`src/design/aluPkg.sv`:
```
`default_nettype none

package aluPkg;

  // default operand width.
  localparam int dataWidth = 32;

  // ##########################################################################
  // request opcodes
  // ##########################################################################
  typedef enum logic [2:0] {
    opAdd,
    opSub,
    opXor,
    opSlt,
    opAnd,
    opOr,
    opNor,
    opNand
  } aluOp_e;

  // per-slice result select; codes 5 to 7 give 0.
  typedef enum logic [2:0] {
    selSum  = 3'd0,
    selXor  = 3'd1,
    selLess = 3'd2,
    selAnd  = 3'd3,
    selOr   = 3'd4
  } sliceSel_e;

  // response flags.
  typedef struct packed {
    logic carryOut;
    logic overflow;
    logic zero;
  } aluFlags_t;

endpackage

`default_nettype wire

```
`src/design/aluReqIf.sv`:
```
`timescale 1ns/10ps
`default_nettype none

interface aluReqIf #(
  parameter int width = aluPkg::dataWidth
);
  import aluPkg::*;

  logic             valid;
  aluOp_e           op;
  logic [width-1:0] a;
  logic [width-1:0] b;
  // removes the head entry when valid is high.
  logic             pop;

  modport queue (output valid, op, a, b, input pop);
  modport pipe (input valid, op, a, b, output pop);

endinterface

`default_nettype wire

```
`src/design/aluSlice.sv`:
```
`timescale 1ns/10ps
`default_nettype none

// ############################################################################
// one-bit slice
// ############################################################################
module aluSlice (
  input  aluPkg::sliceSel_e operation,
  input  logic              a,
  input  logic              b,
  input  logic              invertA,
  input  logic              invertB,
  input  logic              carryIn,
  input  logic              less,
  output logic              result,
  output logic              carryOut
);
  import aluPkg::*;

  logic opA;
  logic opB;
  logic sum;
  logic rawCarry;

  assign opA = invertA ? ~a : a;
  assign opB = invertB ? ~b : b;

  // full adder on the selected operands.
  assign sum      = opA ^ opB ^ carryIn;
  assign rawCarry = (opA & opB) | (carryIn & (opA ^ opB));

  // carry ripples on for add and for the compare.
  assign carryOut = rawCarry & ((operation == selSum) | (operation == selLess));

  always_comb begin
    case (operation)
      selSum:  result = sum;
      selXor:  result = a ^ b;
      selLess: result = less;
      selAnd:  result = opA & opB;
      selOr:   result = opA | opB;
      default: result = 1'b0;
    endcase
  end

endmodule

// ############################################################################
// most-significant slice, adds set and overflow
// ############################################################################
module aluSliceMsb (
  input  aluPkg::sliceSel_e operation,
  input  logic              a,
  input  logic              b,
  input  logic              invertA,
  input  logic              invertB,
  input  logic              carryIn,
  input  logic              less,
  output logic              result,
  output logic              carryOut,
  output logic              overflow,
  output logic              set
);
  import aluPkg::*;

  logic opA;
  logic opB;
  logic sum;
  logic rawCarry;
  logic isSum;

  assign opA = invertA ? ~a : a;
  assign opB = invertB ? ~b : b;

  assign sum      = opA ^ opB ^ carryIn;
  assign rawCarry = (opA & opB) | (carryIn & (opA ^ opB));
  assign isSum    = (operation == selSum);

  // flags only mean something for add and subtract.
  assign carryOut = rawCarry & isSum;
  assign overflow = (carryIn ^ rawCarry) & isSum;

  // sign of the wrapped difference, no overflow correction.
  assign set = sum;

  always_comb begin
    case (operation)
      selSum:  result = sum;
      selXor:  result = a ^ b;
      selLess: result = less;
      selAnd:  result = opA & opB;
      selOr:   result = opA | opB;
      default: result = 1'b0;
    endcase
  end

endmodule

`default_nettype wire

```
`src/design/aluCore.sv`:
```
`timescale 1ns/10ps
`default_nettype none

module aluCore #(
  parameter int width = aluPkg::dataWidth
) (
  input  aluPkg::sliceSel_e operation,
  input  logic              invertA,
  input  logic              invertB,
  input  logic              carryIn,
  input  logic [width-1:0]  a,
  input  logic [width-1:0]  b,
  output logic [width-1:0]  result,
  output aluPkg::aluFlags_t flags
);

  logic [width:0] carry;
  logic           set;
  logic           overflow;

  assign carry[0] = carryIn;

  // low slices; only bit 0 sees the compare result.
  for (genvar i = 0; i < width - 1; i++) begin : gSlice
    aluSlice uSlice (
      .operation(operation),
      .a        (a[i]),
      .b        (b[i]),
      .invertA  (invertA),
      .invertB  (invertB),
      .carryIn  (carry[i]),
      .less     ((i == 0) ? set : 1'b0),
      .result   (result[i]),
      .carryOut (carry[i+1])
    );
  end

  aluSliceMsb uMsb (
    .operation(operation),
    .a        (a[width-1]),
    .b        (b[width-1]),
    .invertA  (invertA),
    .invertB  (invertB),
    .carryIn  (carry[width-1]),
    .less     (1'b0),
    .result   (result[width-1]),
    .carryOut (carry[width]),
    .overflow (overflow),
    .set      (set)
  );

  assign flags = '{
    carryOut: carry[width],
    overflow: overflow,
    zero:     ~|result
  };

endmodule

`default_nettype wire

```
`src/design/reqQueue.sv`:
```
`timescale 1ns/10ps
`default_nettype none

module reqQueue #(
  parameter int width      = aluPkg::dataWidth,
  parameter int queueDepth = 4
) (
  input  logic             clk,
  input  logic             rst,
  input  logic             wrValid,
  input  aluPkg::aluOp_e   wrOp,
  input  logic [width-1:0] wrA,
  input  logic [width-1:0] wrB,
  output logic             credit,
  aluReqIf.queue           deq
);
  import aluPkg::*;

  localparam int ptrWidth   = (queueDepth > 1) ? $clog2(queueDepth) : 1;
  localparam int countWidth = $clog2(queueDepth + 1);

  aluOp_e              opMem [queueDepth];
  logic [width-1:0]    aMem  [queueDepth];
  logic [width-1:0]    bMem  [queueDepth];
  logic [ptrWidth-1:0] wrPtr;
  logic [ptrWidth-1:0] rdPtr;
  logic [countWidth-1:0] count;
  logic                popNow;

  function automatic logic [ptrWidth-1:0] nextPtr(input logic [ptrWidth-1:0] ptr);
    if (ptr == ptrWidth'(queueDepth - 1)) begin
      return '0;
    end
    return ptr + 1'b1;
  endfunction

  assign popNow    = deq.pop & deq.valid;
  assign deq.valid = (count != '0);
  assign deq.op    = opMem[rdPtr];
  assign deq.a     = aMem[rdPtr];
  assign deq.b     = bMem[rdPtr];

  // storage.
  always_ff @(posedge clk) begin
    if (wrValid) begin
      opMem[wrPtr] <= wrOp;
      aMem[wrPtr]  <= wrA;
      bMem[wrPtr]  <= wrB;
    end
  end

  always_ff @(posedge clk) begin
    if (rst) begin
      wrPtr  <= '0;
      rdPtr  <= '0;
      count  <= '0;
      credit <= 1'b0;
    end else begin
      if (wrValid) begin
        wrPtr <= nextPtr(wrPtr);
      end
      if (popNow) begin
        rdPtr <= nextPtr(rdPtr);
      end
      case ({wrValid, popNow})
        2'b10:   count <= count + 1'b1;
        2'b01:   count <= count - 1'b1;
        default: count <= count;
      endcase
      // one credit back per popped entry.
      credit <= popNow;
    end
  end

  // upstream writes only while holding a credit.
  assert property (@(posedge clk) disable iff (rst)
    wrValid |-> (count != countWidth'(queueDepth)))
    else $error("reqQueue: write into a full queue");

endmodule

`default_nettype wire

```
`src/design/aluPipe.sv`:
```
`timescale 1ns/10ps
`default_nettype none

module aluPipe #(
  parameter int width       = aluPkg::dataWidth,
  parameter int respCredits = 2
) (
  input  logic              clk,
  input  logic              rst,
  aluReqIf.pipe             req,
  input  logic              respCredit,
  output aluPkg::sliceSel_e coreSel,
  output logic              coreInvA,
  output logic              coreInvB,
  output logic              coreCin,
  output logic [width-1:0]  coreA,
  output logic [width-1:0]  coreB,
  input  logic [width-1:0]  coreResult,
  input  aluPkg::aluFlags_t coreFlags,
  output logic              respValid,
  output logic [width-1:0]  respResult,
  output aluPkg::aluFlags_t respFlags
);
  import aluPkg::*;

  localparam int cntWidth = $clog2(respCredits + 1);
  localparam logic [cntWidth-1:0] maxCredits = cntWidth'(respCredits);

  logic [cntWidth-1:0] creditCnt;
  logic                pop;
  logic                decValid;
  sliceSel_e           nextSel;
  logic                nextInvA;
  logic                nextInvB;
  logic                nextCin;

  // a credit is reserved at pop, so no stage stalls.
  assign pop     = req.valid & (creditCnt != '0);
  assign req.pop = pop;

  // ##########################################################################
  // opcode decode
  // ##########################################################################
  always_comb begin
    nextSel  = selSum;
    nextInvA = 1'b0;
    nextInvB = 1'b0;
    nextCin  = 1'b0;
    case (req.op)
      opAdd: nextSel = selSum;
      opSub: begin
        nextSel  = selSum;
        nextInvB = 1'b1;
        nextCin  = 1'b1;
      end
      opXor: nextSel = selXor;
      opSlt: begin
        nextSel  = selLess;
        nextInvB = 1'b1;
        nextCin  = 1'b1;
      end
      opAnd: nextSel = selAnd;
      opOr:  nextSel = selOr;
      // de morgan on the inverted operands.
      opNor: begin
        nextSel  = selAnd;
        nextInvA = 1'b1;
        nextInvB = 1'b1;
      end
      opNand: begin
        nextSel  = selOr;
        nextInvA = 1'b1;
        nextInvB = 1'b1;
      end
      default: nextSel = selSum;
    endcase
  end

  // decode and result payload.
  always_ff @(posedge clk) begin
    if (pop) begin
      coreSel  <= nextSel;
      coreInvA <= nextInvA;
      coreInvB <= nextInvB;
      coreCin  <= nextCin;
      coreA    <= req.a;
      coreB    <= req.b;
    end
    if (decValid) begin
      respResult <= coreResult;
      respFlags  <= coreFlags;
    end
  end

  always_ff @(posedge clk) begin
    if (rst) begin
      decValid  <= 1'b0;
      respValid <= 1'b0;
      creditCnt <= maxCredits;
    end else begin
      decValid  <= pop;
      respValid <= decValid;
      case ({pop, respCredit})
        2'b10:   creditCnt <= creditCnt - 1'b1;
        2'b01:   creditCnt <= creditCnt + 1'b1;
        default: creditCnt <= creditCnt;
      endcase
    end
  end

  assert property (@(posedge clk) disable iff (rst) creditCnt <= maxCredits)
    else $error("aluPipe: response credits above the initial count");

  // downstream returns only what it was given.
  assert property (@(posedge clk) disable iff (rst)
    respCredit |-> (creditCnt != maxCredits))
    else $error("aluPipe: response credit with none outstanding");

endmodule

`default_nettype wire

```
`src/design/aluUnit.sv`:
```
`timescale 1ns/10ps
`default_nettype none

module aluUnit #(
  parameter int width       = aluPkg::dataWidth,
  parameter int queueDepth  = 4,
  parameter int respCredits = 2
) (
  input  logic              clk,
  input  logic              rst,
  input  logic              reqValid,
  input  aluPkg::aluOp_e    reqOp,
  input  logic [width-1:0]  reqA,
  input  logic [width-1:0]  reqB,
  output logic              reqCredit,
  output logic              respValid,
  output logic [width-1:0]  respResult,
  output aluPkg::aluFlags_t respFlags,
  input  logic              respCredit
);
  import aluPkg::*;

  sliceSel_e        coreSel;
  logic             coreInvA;
  logic             coreInvB;
  logic             coreCin;
  logic [width-1:0] coreA;
  logic [width-1:0] coreB;
  logic [width-1:0] coreResult;
  aluFlags_t        coreFlags;

  aluReqIf #(.width(width)) reqBus ();

  reqQueue #(
    .width     (width),
    .queueDepth(queueDepth)
  ) uQueue (
    .clk    (clk),
    .rst    (rst),
    .wrValid(reqValid),
    .wrOp   (reqOp),
    .wrA    (reqA),
    .wrB    (reqB),
    .credit (reqCredit),
    .deq    (reqBus.queue)
  );

  aluPipe #(
    .width      (width),
    .respCredits(respCredits)
  ) uPipe (
    .clk       (clk),
    .rst       (rst),
    .req       (reqBus.pipe),
    .respCredit(respCredit),
    .coreSel   (coreSel),
    .coreInvA  (coreInvA),
    .coreInvB  (coreInvB),
    .coreCin   (coreCin),
    .coreA     (coreA),
    .coreB     (coreB),
    .coreResult(coreResult),
    .coreFlags (coreFlags),
    .respValid (respValid),
    .respResult(respResult),
    .respFlags (respFlags)
  );

  aluCore #(.width(width)) uCore (
    .operation(coreSel),
    .invertA  (coreInvA),
    .invertB  (coreInvB),
    .carryIn  (coreCin),
    .a        (coreA),
    .b        (coreB),
    .result   (coreResult),
    .flags    (coreFlags)
  );

endmodule

`default_nettype wire

```
`config.mk`:
```
export PLATFORM = sky130hd
export DESIGN_NAME = aluUnit
export DESIGN_NICKNAME = d
export VERILOG_FILES = /design/src/design/aluPkg.sv /design/src/design/aluReqIf.sv /design/src/design/aluSlice.sv /design/src/design/aluCore.sv /design/src/design/reqQueue.sv /design/src/design/aluPipe.sv /design/src/design/aluUnit.sv
export SDC_FILE = /design/constraint.sdc
export NUM_CORES = 1
export LEC_CHECK = 0
export BUFFER_PORTS_ARGS = -buffer_cell sky130_fd_sc_hd__buf_2
export CAP_MARGIN = 40
export CORE_MARGIN = 4
export CORE_UTILIZATION = 25
export CTS_CLUSTER_SIZE = 28
export DETAILED_ROUTE_END_ITERATION = 12
export HOLD_SLACK_MARGIN = 0.1
export PLACE_DENSITY = 0.48
export SLEW_MARGIN = 10
export SYNTH_ARGS = -nofsm -noshare
export SYNTH_HDL_FRONTEND = slang
export SYNTH_HIERARCHICAL = 1
export SYNTH_SLANG_ARGS = --single-unit
```
`constraint.sdc`:
```
create_clock -name clk -period 38 [get_ports clk]
set_clock_uncertainty 0.1 [all_clocks]
set_input_delay 5.7 -clock clk [delete_from_list [all_inputs] [get_ports clk]]
set_output_delay 5.7 -clock clk [all_outputs]
set_load 0.01 [all_outputs]
```
==> metrics.md, run 1 <==
| Metric | Value |
|---|---|
| Clock transition at path regs | 0.06 ns |
| Post-synthesis simple-gate area fraction | 3.53% |
| Reg2Reg Setup Slack | 14.79 ns |
| Slowest stage delay, CP | 0.56 ns |
| Via count | 9262 |
| Xor/xnor share of the synthesized area | 4.90% |
| Largest family of logic cells by synthesized area | multiplexers |
| Worst VDD drop | 0.0496 mV |
| Pins Over Slew Limit | 0 |
| Post-Synthesis Cells | 1059 |
| Commonest cells post-synth | edfxtp_1 (373), inv_1 (106), ha_1 (71), mux4_2 (67), xnor2_1 (63) |
| RSZ-0062 raised after global routing | no |
| Setup TNS | 0 ns |
| CTS Hold Buffers Added | 0 |
| Final Hold Viols | 0 |
| Kind of path behind the tightest hold check | reg -> reg |
| DRT Pass-1 Iters | 4 |
| CP Class | reg -> reg |
| Critical R2R Launch | uPipe/coreB[0] |
| Count leader, synth | edfxtp_1 |
| Fin nets | 1416 |
| Postcts setup bufs | 0 |
| CTS resizes | 0 |
| CP max FO | 2 |
| Adder-cell area share of the yosys netlist | 8.59% |
| Fin util | 29.7% |
| Period minus WS final | 23.21 ns |
| Area of the multi-input gates | 6120 sq um |
| Wire length on met1 | 17600 um |
| Post-synthesis mux area share | 10.3% |
| Die Y | 277 um |
| Post-synth EDFFs | 373 |
| First-pass GRT wire length | 60000 um |
| WP data required | 38.32 ns |
| Ys async rst share | 0% |
| ANT nets after route | 0 |
| Slew headroom | 49.0% |
| Hold Path Depth | 2 |
| Seq/Total Area, Yosys | 63.6% |
| Synthesized cell area | 18000 sq um |
| Detailed-routed wire length on met2 | 19100 um |
| Clock buffer count from CTS | 44 |
| Fraction of layout cells with a size suffix above 1 | 23.1% |
| Worst Path Buf+Inv | 32 |
| Post-route clock period utilization | 61.1% |
| Clk_lat worst skew | 0.56 ns |
| RePlAce Congestion | 0.704 |
| Number of global-route vias before repair | 9768 |
| Initial Utilization | 25.2% |
| Critical Path AT | 23.54 ns |
| Clock Path Buffers | 3 |
| Largest net degree at the start of global routing | 160 |
| H-tree lvl count | 2 |
| Post-synthesis compound-gate area fraction | 5.96% |
| Endpoints failing setup | 0 |
| Critical R2R Capture | uPipe/respFlags[0] |
| Synth Area per Inst | 17.0 sq um |
| # IOs | 108 |
| Initial antenna violation count | 13 |
| Area growth, synth to finish | 17.7% |
| PD cells | 87.1 nW/um^2 |
| DRT iter0 DRCs | 489 |
| Synth area leader | edfxtp_1 |
| Detailed Place HPWL | 25100 um |
| Row count | 98 |
| Cell family with the largest share of critical-path delay | adder cells |
| FMAX | 0.0431 GHz |
| Final wirelength | 39700 um |
| CORE AREA | 71500 sq um |
| Die Area | 76500 sq um |
| Reg2Reg Depth | 102 |
| Share of Yosys cell area claimed by the top area cell type | 62.1% |
| Place WS | 14.66 ns |
| FILL cells | 7067 |
| Ys Warns | 6 |
| Metal3 WL | 2030 um |
| Synth Register Bits | 387 |
| Outcome | complete, no violations |
| Total GRT Usage | 10.2% |
| Vias per cell | 4.16 |
| Die X | 277 um |
| Crit path capture type | register |
| Worst setup SP type | register |
| IO Port Bufs | 107 |
| Slowest-stage cell, CP | fa_1 |
| Wire length per cell | 17.8 um |
| Leak | 7.33 nW |
| Synth top area cells | edfxtp_1 (62%), mux4_2 (8.4%), ha_1 (4.9%) |
| Yosys cell types | 35 |
| TritonCTS Sinks | 387 |
| Top FF cell, synth | edfxtp_1 |
| Top sig layer | met5 |
| Setup ws final | 14.79 ns |
| Post-route DRC | 0 |
| CTS tree | yes |
| Hold path start | uQueue/rdPtr[0] |
| GR Overflow Total | 0 |
| Clock Tree Root | clkbuf_16 |
| Max-Cap Viols | 0 |
| Worst slew pin tran | 0.765 ns |
| Reg area | 11500 sq um |
## how the worst max path moves through the flow
stage,startpoint,slack [ns],end,cells past startpoint
global route,uPipe/coreB[0],12.73,uPipe/respFlags[0],102
floorplan,uPipe/coreSel[0],13.44,uPipe/respFlags[0],99
CTS,uPipe/coreB[0],14.53,uPipe/respFlags[0],102
finish,uPipe/coreB[0],14.79,uPipe/respFlags[0],102
detailed placement,uPipe/coreB[0],14.66,uPipe/respFlags[0],102
global placement,uPipe/coreB[0],14.75,uPipe/respFlags[0],102
## layout by cell type, fill, tap and decap left out, types with 11 or more instances in the layout
| master | instances |
|---|---|
| dfxtp_1 | 11 |
| buf_2 | 107 |
| nor3_1 | 33 |
| a21oi_1 | 35 |
| xnor2_1 | 63 |
| mux4_2 | 67 |
| o22ai_2 | 31 |
| ha_1 | 71 |
| fa_1 | 33 |
| nor3b_1 | 33 |
| xor2_1 | 38 |
| edfxtp_1 | 373 |
| nor2_1 | 12 |
| buf_4 | 12 |
| clkbuf_16 | 45 |
| conb_1 | 31 |
| mux2i_1 | 34 |
| o21a_1 | 62 |
| inv_1 | 105 |
## worst min-delay path: stages (launching register included)
cell	delay, ns
dfxtp_1	0.32
nand2_1	0.06
a21oi_1	0.07
## through the flow
stage / total power, mW / instances / cell area [sq um] / hold WS (ns)
after global placement: 1.48 / 2142 / 19900 / 0.377
after detailed placement: 1.49 / 2145 / 19900 / 0.379
final: 1.85 / 2227 / 21200 / 0.398
after floorplan: 1.27 / 1089 / 18200 / 0.363
after global routing: 2.00 / 2223 / 21200 / 0.456
after CTS: 1.89 / 2223 / 21200 / 0.395
## cell families (layout without fill, tap and decap cells)
kind of cell    after synthesis  in the layout
flops                       387            387
compound gates              135            135
buf+inv                     124            308
simple gates                106            106
fa+ha+maj                   104            104
xor+xnor                    101            101
mux                         101            101
other cells                   1             35
## report_power, final
part	switching (mW)	leakage (nW)	total, mW	internal [mW]
clock network	0.167	0.639	0.385	0.218
logic	0.462	3.13	0.815	0.353
registers	0.0638	3.57	0.651	0.587
## layer usage
layer / vias to the layer above / global-route usage, %
met5: - / 0
met4: 16 / 2.98
met3: 67 / 2.65
met2: 156 / 17.0
met1: 4692 / 13.0
li1: 4331 / -
## flip-flops by register name, summed over array words and instances, names as in the netlist, named ones only
| name | flops |
|---|---|
| uQueue/opMem | 12 |
| uPipe/coreB | 32 |
| uQueue/bMem | 128 |
| uQueue/aMem | 128 |
| uPipe/respValid | 1 |
| uQueue/wrPtr | 2 |
| uPipe/coreA | 32 |
| uPipe/coreSel | 3 |
| uPipe/coreCin | 1 |
| uPipe/coreInvA | 1 |
| uPipe/decValid | 1 |
| uPipe/respFlags | 3 |
| uPipe/coreInvB | 1 |
| uPipe/respResult | 32 |
| uPipe/creditCnt | 2 |
| uQueue/credit | 1 |
| uQueue/rdPtr | 2 |
| uQueue/count | 3 |
## final cells by class
class | instances | area share [%]
Antenna cell | 4 | 0.0471
Clock buffer | 54 | 5.46
Clock inverter | 24 | 0.672
Inverter | 106 | 1.87
Multi-Input combinational cell | 578 | 28.8
Sequential cell | 387 | 54.1
Tap cell | 950 | 5.60
Timing Repair Buffer | 124 | 3.41
Note: power is estimated with default switching activity, not from simulation.
==> inputs of run 2 (changes only) <==
--- a/config.mk
+++ b/config.mk
@@ -5,6 +5,7 @@
 export SDC_FILE = /design/constraint.sdc
 export NUM_CORES = 1
 export LEC_CHECK = 0
+export ABC_AREA = 1
 export BUFFER_PORTS_ARGS = -buffer_cell sky130_fd_sc_hd__buf_2
 export CAP_MARGIN = 40
 export CORE_MARGIN = 4
@@ -12,7 +13,7 @@
 export CTS_CLUSTER_SIZE = 28
 export DETAILED_ROUTE_END_ITERATION = 12
 export HOLD_SLACK_MARGIN = 0.1
-export PLACE_DENSITY = 0.48
+export PLACE_DENSITY = 0.49
 export SLEW_MARGIN = 10
 export SYNTH_ARGS = -nofsm -noshare
 export SYNTH_HDL_FRONTEND = slang
==> constraint.sdc (replaced) <==
create_clock -name clk -period 19.7 [get_ports clk]
set_clock_uncertainty 0.1 [all_clocks]
set_input_delay 2.955 -clock clk [delete_from_list [all_inputs] [get_ports clk]]
set_output_delay 2.955 -clock clk [all_outputs]
set_load 0.01 [all_outputs]
==> run 2 against run 1 <==
Power is 110% higher. Non-clock buffer count is 43 higher. Clock power is 96% higher. Core utilization is 0.45 points higher.
==> metrics.md, run 2 <==
| Metric | Value |
|---|---|
| Metal3 WL | 2590 um |
| Initial antenna violation count | 18 |
| Clk_lat worst skew | 0.54 ns |
| Kind of path behind the tightest hold check | reg -> reg |
| Worst VDD drop | 0.0879 mV |
| Pins Over Slew Limit | 0 |
| Setup ws final | 0.0793 ns |
| ANT nets after route | 0 |
| Post-Synthesis Cells | 1883 |
| Detailed Place HPWL | 31200 um |
| CTS Hold Buffers Added | 0 |
| Worst slew pin tran | 0.868 ns |
| PD cells | 168 nW/um^2 |
| First-pass GRT wire length | 72900 um |
| FMAX | 0.0510 GHz |
| Count leader, synth | edfxtp_1 |
| TritonCTS Sinks | 387 |
| Seq/Total Area, Yosys | 58.9% |
| Clock transition at path regs | 0.06 ns |
| Place WS | -0.769 ns |
| Largest registers | uQueue/aMem: 128 flops, uQueue/bMem: 128 flops |
| IO Port Bufs | 107 |
| CP Class | reg -> reg |
| Pwr Total | 3.91 mW |
| Share of Yosys cell area claimed by the top area cell type | 57.4% |
| Clock Tree Root | clkbuf_16 |
| Top sig layer | met5 |
| Worst setup SP type | register |
| Post-route cell area | 23300 sq um |
| Largest net degree at the start of global routing | 81 |
| Area growth, synth to finish | 19.6% |
| Fraction of layout cells with a size suffix above 1 | 16.2% |
| CTS tree | yes |
| Synth Register Bits | 387 |
| Outcome | complete, no violations |
| CP dominant cell by count | fa_2 |
| Wire length on met1 | 20900 um |
| DRT Pass-1 Iters | 5 |
| GR Overflow Total | 0 |
| FILL cells | 8020 |
| Top FF cell, synth | edfxtp_1 |
| Post-route DRC | 0 |
| Reg area | 11500 sq um |
| WHS | 0.370 ns |
| WP data required | 19.90 ns |
| Synth area leader | edfxtp_1 |
| H-tree lvl count | 2 |
| DRT iter0 DRCs | 751 |
| Synthesized cell area | 19500 sq um |
| Final wirelength | 47100 um |
| Most common cell after layout, fill and taps aside | edfxtp_1 |
| Row count | 102 |
| Yosys cell types | 33 |
| Synth Area per Inst | 10.4 sq um |
| Wire length per cell | 14.9 um |
| Slew headroom | 42.1% |
| Final Non-Filler Cells | 3154 |
| CORE AREA | 77300 sq um |
| Clock Path Buffers | 3 |
| Synth top area cells | edfxtp_1 (57%), inv_1 (6.6%), nor2_1 (5.6%) |
| # IOs | 108 |
| Crit path capture type | register |
| Most frequent cells in the layout | edfxtp_1 (373), inv_1 (339), nor2_1 (292) |
| Slowest-stage cell, CP | edfxtp_1 |
| Die Y | 287 um |
| Ys Warns | 6 |
| Post-synth EDFFs | 373 |
| Setup TNS | 0 ns |
| Post-route clock period utilization | 99.6% |
| Period minus WS final | 19.62 ns |
| Ys async rst share | 0% |
| Die Area | 82600 sq um |
| Placed inst area | 21700 sq um |
| Clock buffer count from CTS | 40 |
| RePlAce Congestion | 0.760 |
| Final Hold Viols | 0 |
| Initial Utilization | 25.2% |
| Area of the multi-input gates | 6660 sq um |
| Via count | 13000 |
| Fin nets | 2252 |
| Vias per cell | 4.12 |
| Commonest cells post-synth | edfxtp_1 (373), inv_1 (345), nor2_1 (293), nand2_1 (158), o21ai_0 (136) |
| Leak | 9.30 nW |
| Hold Path Depth | 2 |
| CP max FO | 2 |
| Critical Path AT | 19.82 ns |
| Endpoints failing setup | 0 |
| Fin util | 30.2% |
| Detailed-routed wire length on met2 | 22600 um |
| Die X | 287 um |
| Number of global-route vias before repair | 12700 |
| Slowest stage delay, CP | 0.43 ns |
| Placed insts | 3060 |
| RSZ-0062 raised after global routing | yes |
| Max-Cap Viols | 0 |
| Reg2Reg Depth | 108 |
| Total GRT Usage | 11.2% |
-- run 2: cell count changes in the layout (fill, tap and decap cells not counted), sizes merged, moves of 62 or more --
cell | previous run | this run
nor2 | 12 | 294
inv | 111 | 383
nand2 | 2 | 160
o21ai | 4 | 139
nand3 | 0 | 132
mux4 | 67 | 0
o21a | 62 | 0
-- run 2: final cells by class --
type	instances	share of cell area, %
diodes	6	0.0644
clock buffers	49	4.53
clock inverters	24	1.11
inverters	381	6.15
multi-input cells	1100	28.6
flip-flops and latches	387	49.3
well taps	1040	5.58
repair buffers	167	4.74
-- run 2: critical path, delay by kind of cell (launching register included) --
family | cells | cell delay, ns
adder cells (fa/ha/maj) | 31 | 10.88
AND/OR/NAND/NOR | 32 | 4.01
buffers and inverters | 43 | 3.55
flip-flops | 1 | 0.43
XOR/XNOR | 2 | 0.35
-- run 2: what timing repair did --
| item | in CTS | in global routing |
|---|---|---|
| pin swaps | 15 | 16 |
| resized for setup | 32 | 7 |
| endpoints found under the setup margin | 5 | 6 |
| buffers inserted | 13 | 2 |
| gates cloned | 0 | 0 |
-- run 2: where the power goes --
part           switching, mW  internal, mW  total [mW]
Clock                  0.315         0.438       0.753
Combinational           1.19         0.694        1.88
Sequential             0.126          1.15        1.27
Total                   1.63          2.28        3.91
-- run 2: per-layer routing --
metal	track usage [%]	vias up
met3	2.26	71
met1	14.6	6128
met5	0	-
met4	2.73	14
met2	19.2	192
li1	-	6581
-- run 2: path summary, 6_finish.rpt --
kind / start / end / slack [ns]
max: uPipe/coreInvA / uPipe/respFlags[1] / 0.08
min reg2reg: uPipe/creditCnt[1] / uPipe/creditCnt[1] / 0.37
min: uPipe/creditCnt[1] / uPipe/creditCnt[1] / 0.37
max reg2reg: uPipe/coreInvA / uPipe/respFlags[1] / 0.08
-- run 2: cell families after synthesis --
family | synth area share [%]
fa+ha+maj | 7.94
simple gates | 15.3
flops | 58.9
compound gates | 6.05
other cells | 0.0192
xor+xnor | 2.92
buf+inv | 8.90
==> inputs of run 3 (changes only) <==
--- a/config.mk
+++ b/config.mk
@@ -5,7 +5,6 @@
 export SDC_FILE = /design/constraint.sdc
 export NUM_CORES = 1
 export LEC_CHECK = 0
-export ABC_AREA = 1
 export BUFFER_PORTS_ARGS = -buffer_cell sky130_fd_sc_hd__buf_2
 export CAP_MARGIN = 40
 export CORE_MARGIN = 4
@@ -13,7 +12,7 @@
 export CTS_CLUSTER_SIZE = 28
 export DETAILED_ROUTE_END_ITERATION = 12
 export HOLD_SLACK_MARGIN = 0.1
-export PLACE_DENSITY = 0.49
+export PLACE_DENSITY_LB_ADDON = 0.25
 export SLEW_MARGIN = 10
 export SYNTH_ARGS = -nofsm -noshare
 export SYNTH_HDL_FRONTEND = slang
==> run 3 against run 2 <==
Core utilization increased by 0.27 points. Hold slack improved by 0.038 ns. Die area decreased by 7.3%. First-iteration DRC count decreased by 50%. Sequential share of layout area increased by 3.6 points. Power decreased by 4.7%. Wire length decreased by 15%. Clock-buffer cell count increased by 1. Sequential power about the same. Critical path depth decreased by 6.
==> metrics.md, run 3 (synthesized netlist as in run 1, its figures left out) <==
| Metric | Value |
|---|---|
| PD cells | 171 nW/um^2 |
| Row count | 98 |
| CORE AREA | 71500 sq um |
| H-tree lvl count | 2 |
| Largest registers | uQueue/aMem: 128 flops, uQueue/bMem: 128 flops |
| Via count | 9317 |
| Worst VDD drop | 0.119 mV |
| Final wirelength | 40200 um |
| Final Non-Filler Cells | 2260 |
| CTS tree | yes |
| Pwr Total | 3.73 mW |
| IO Port Bufs | 107 |
| Area of the multi-input gates | 6380 sq um |
| CP Class | reg -> reg |
| Hold Path Depth | 2 |
| Placed inst area | 20200 sq um |
| FMAX | 0.0519 GHz |
| Slew headroom | 44.9% |
| Area growth, synth to finish | 20.5% |
| Placed insts | 2168 |
| Leak | 7.50 nW |
| Post-route DRC | 0 |
| Slowest-stage cell, CP | fa_1 |
| Pins Over Slew Limit | 0 |
| # IOs | 108 |
| Period minus WS final | 19.28 ns |
| Most frequent cells in the layout | edfxtp_1 (373), buf_2 (109), inv_1 (105) |
| Clock Tree Root | clkbuf_16 |
| Reg area | 11500 sq um |
| Die Y | 277 um |
| CP dominant cell by count | inv_1 |
| Endpoints failing setup | 0 |
| Initial antenna violation count | 17 |
| Largest net degree at the start of global routing | 121 |
| Setup TNS | 0 ns |
| Reg2Reg Depth | 102 |
| ANT nets after route | 0 |
| Worst setup SP type | register |
| Vias per cell | 4.12 |
| Wire length per cell | 17.8 um |
| GR Overflow Total | 0 |
| Clk_lat worst skew | 0.56 ns |
| Total GRT Usage | 10.5% |
| Most common cell after layout, fill and taps aside | edfxtp_1 |
| CTS Hold Buffers Added | 0 |
| Fraction of layout cells with a size suffix above 1 | 29.9% |
| WHS | 0.408 ns |
| Clock Path Buffers | 3 |
| Combinational Power Share | 46.4% |
| RePlAce Congestion | 0.687 |
| Outcome | complete, no violations |
| Net switching power | 1.40 mW |
| First-pass GRT wire length | 61600 um |
| DRT iter0 DRCs | 377 |
| Number of global-route vias before repair | 10000 |
| Critical Path AT | 19.60 ns |
| Worst slew pin tran | 0.827 ns |
| Crit. Startpoint | uPipe/coreB[0] |
| Reg2Reg Setup Slack | 0.42 ns |
| Clock buffer count from CTS | 43 |
| TritonCTS Sinks | 387 |
| Crit path capture | uPipe/respFlags[0] |
| RSZ-0062 raised after global routing | yes |
| Detailed Place HPWL | 25500 um |
| Max-Cap Viols | 0 |
| CP max FO | 2 |
| Post-route cell area | 21700 sq um |
| Die X | 277 um |
| Fin nets | 1445 |
| Initial Utilization | 25.2% |
| DRT Pass-1 Iters | 4 |
| Slowest stage delay, CP | 0.51 ns |
| Clock Power Share | 20.2% |
| FILL cells | 7001 |
| Clock transition at path regs | 0.06 ns |
| Die Area | 76500 sq um |
| P_int | 2.33 mW |
| Sw frac | 37.6% |
| Final Hold Viols | 0 |
| Kind of path behind the tightest hold check | reg -> reg |
| Critical R2R Launch | uPipe/coreB[0] |
| Post-route clock period utilization | 97.9% |
| WP data required | 20.02 ns |
| Part of the power in registers | 33.4% |
| Critical R2R Capture | uPipe/respFlags[0] |
| Crit path capture type | register |
## run 3: changes by cell type in the layout (fill, tap and decap cells not counted), sizes merged, moves of 34 or more
cell and change:
o21ai -135, o22ai -36, nor2 -282, nand2 -158
mux4 +67, nand3 -132, o21a +62, mux2i +34
inv -274
## run 3: critical path, delay by kind of cell (launching register included)
kind                       cells  cell delay [ns]
buffers and inverters         32             2.49
xor gates and xnor gates       1             0.22
adders and majority gates     32            11.18
AOI/OAI and AO/OA              2             0.38
and+or+nand+nor               35             4.37
DFF                            1             0.40
## run 3: stage by stage
| step | setup slack, ns | util (%) |
|---|---|---|
| after floorplan | -2.02 | - |
| after global placement | -0.746 | 28.1 |
| after detailed placement | -0.751 | 28.2 |
| after CTS | -0.0710 | 30.4 |
| after global routing | -1.01 | 30.4 |
| final | 0.416 | 30.4 |
## run 3: layout make-up
| class | instances | area share (%) |
|---|---|---|
| antenna | 8 | 0.0921 |
| clock buffer | 50 | 5.07 |
| inverter | 106 | 1.84 |
| timing repair buffer | 154 | 4.40 |
| multi-input combinational | 578 | 29.3 |
| tap | 950 | 5.47 |
| sequential | 387 | 52.8 |
| clock inverter | 27 | 0.978 |
## run 3: layer usage
layer	share of wire [%]	up-vias	track usage [%]
met4	2.4	6	3.46
li1	-	4403	-
met5	0.10	-	0
met2	52	114	18.8
met1	42	4728	12.4
met3	4.0	66	2.37
## run 3: timing repair
action,CTS,global route
endpoints found under the setup margin,5,7
setup buffers,15,1
pin swaps,7,16
resized for setup,27,10
cloned,0,0
## run 3: worst min path at each step
| stage | startpoint | end | slack, ns |
|---|---|---|---|
| 5_1_grt | uQueue/rdPtr[0] | uQueue/rdPtr[0] | 0.44 |
| 3_5_place_dp | uQueue/rdPtr[0] | register | 0.40 |
| 2_1_floorplan | uQueue/rdPtr[0] | register | 0.36 |
| 3_3_place_gp | uQueue/rdPtr[0] | register | 0.38 |
| 4_1_cts | uQueue/rdPtr[0] | uQueue/rdPtr[0] | 0.42 |
| 6_report | uQueue/rdPtr[0] | register | 0.41 |
## run 3: power groups by stage
stage                     logic (mW)  clock network, mW  registers, mW
after floorplan                 1.12                  0           1.36
after global placement          1.65                  0           1.27
after detailed placement        1.69                  0           1.27
final                           1.73              0.755           1.25
after CTS                       1.77              0.785           1.26
after global routing            1.95              0.818           1.27
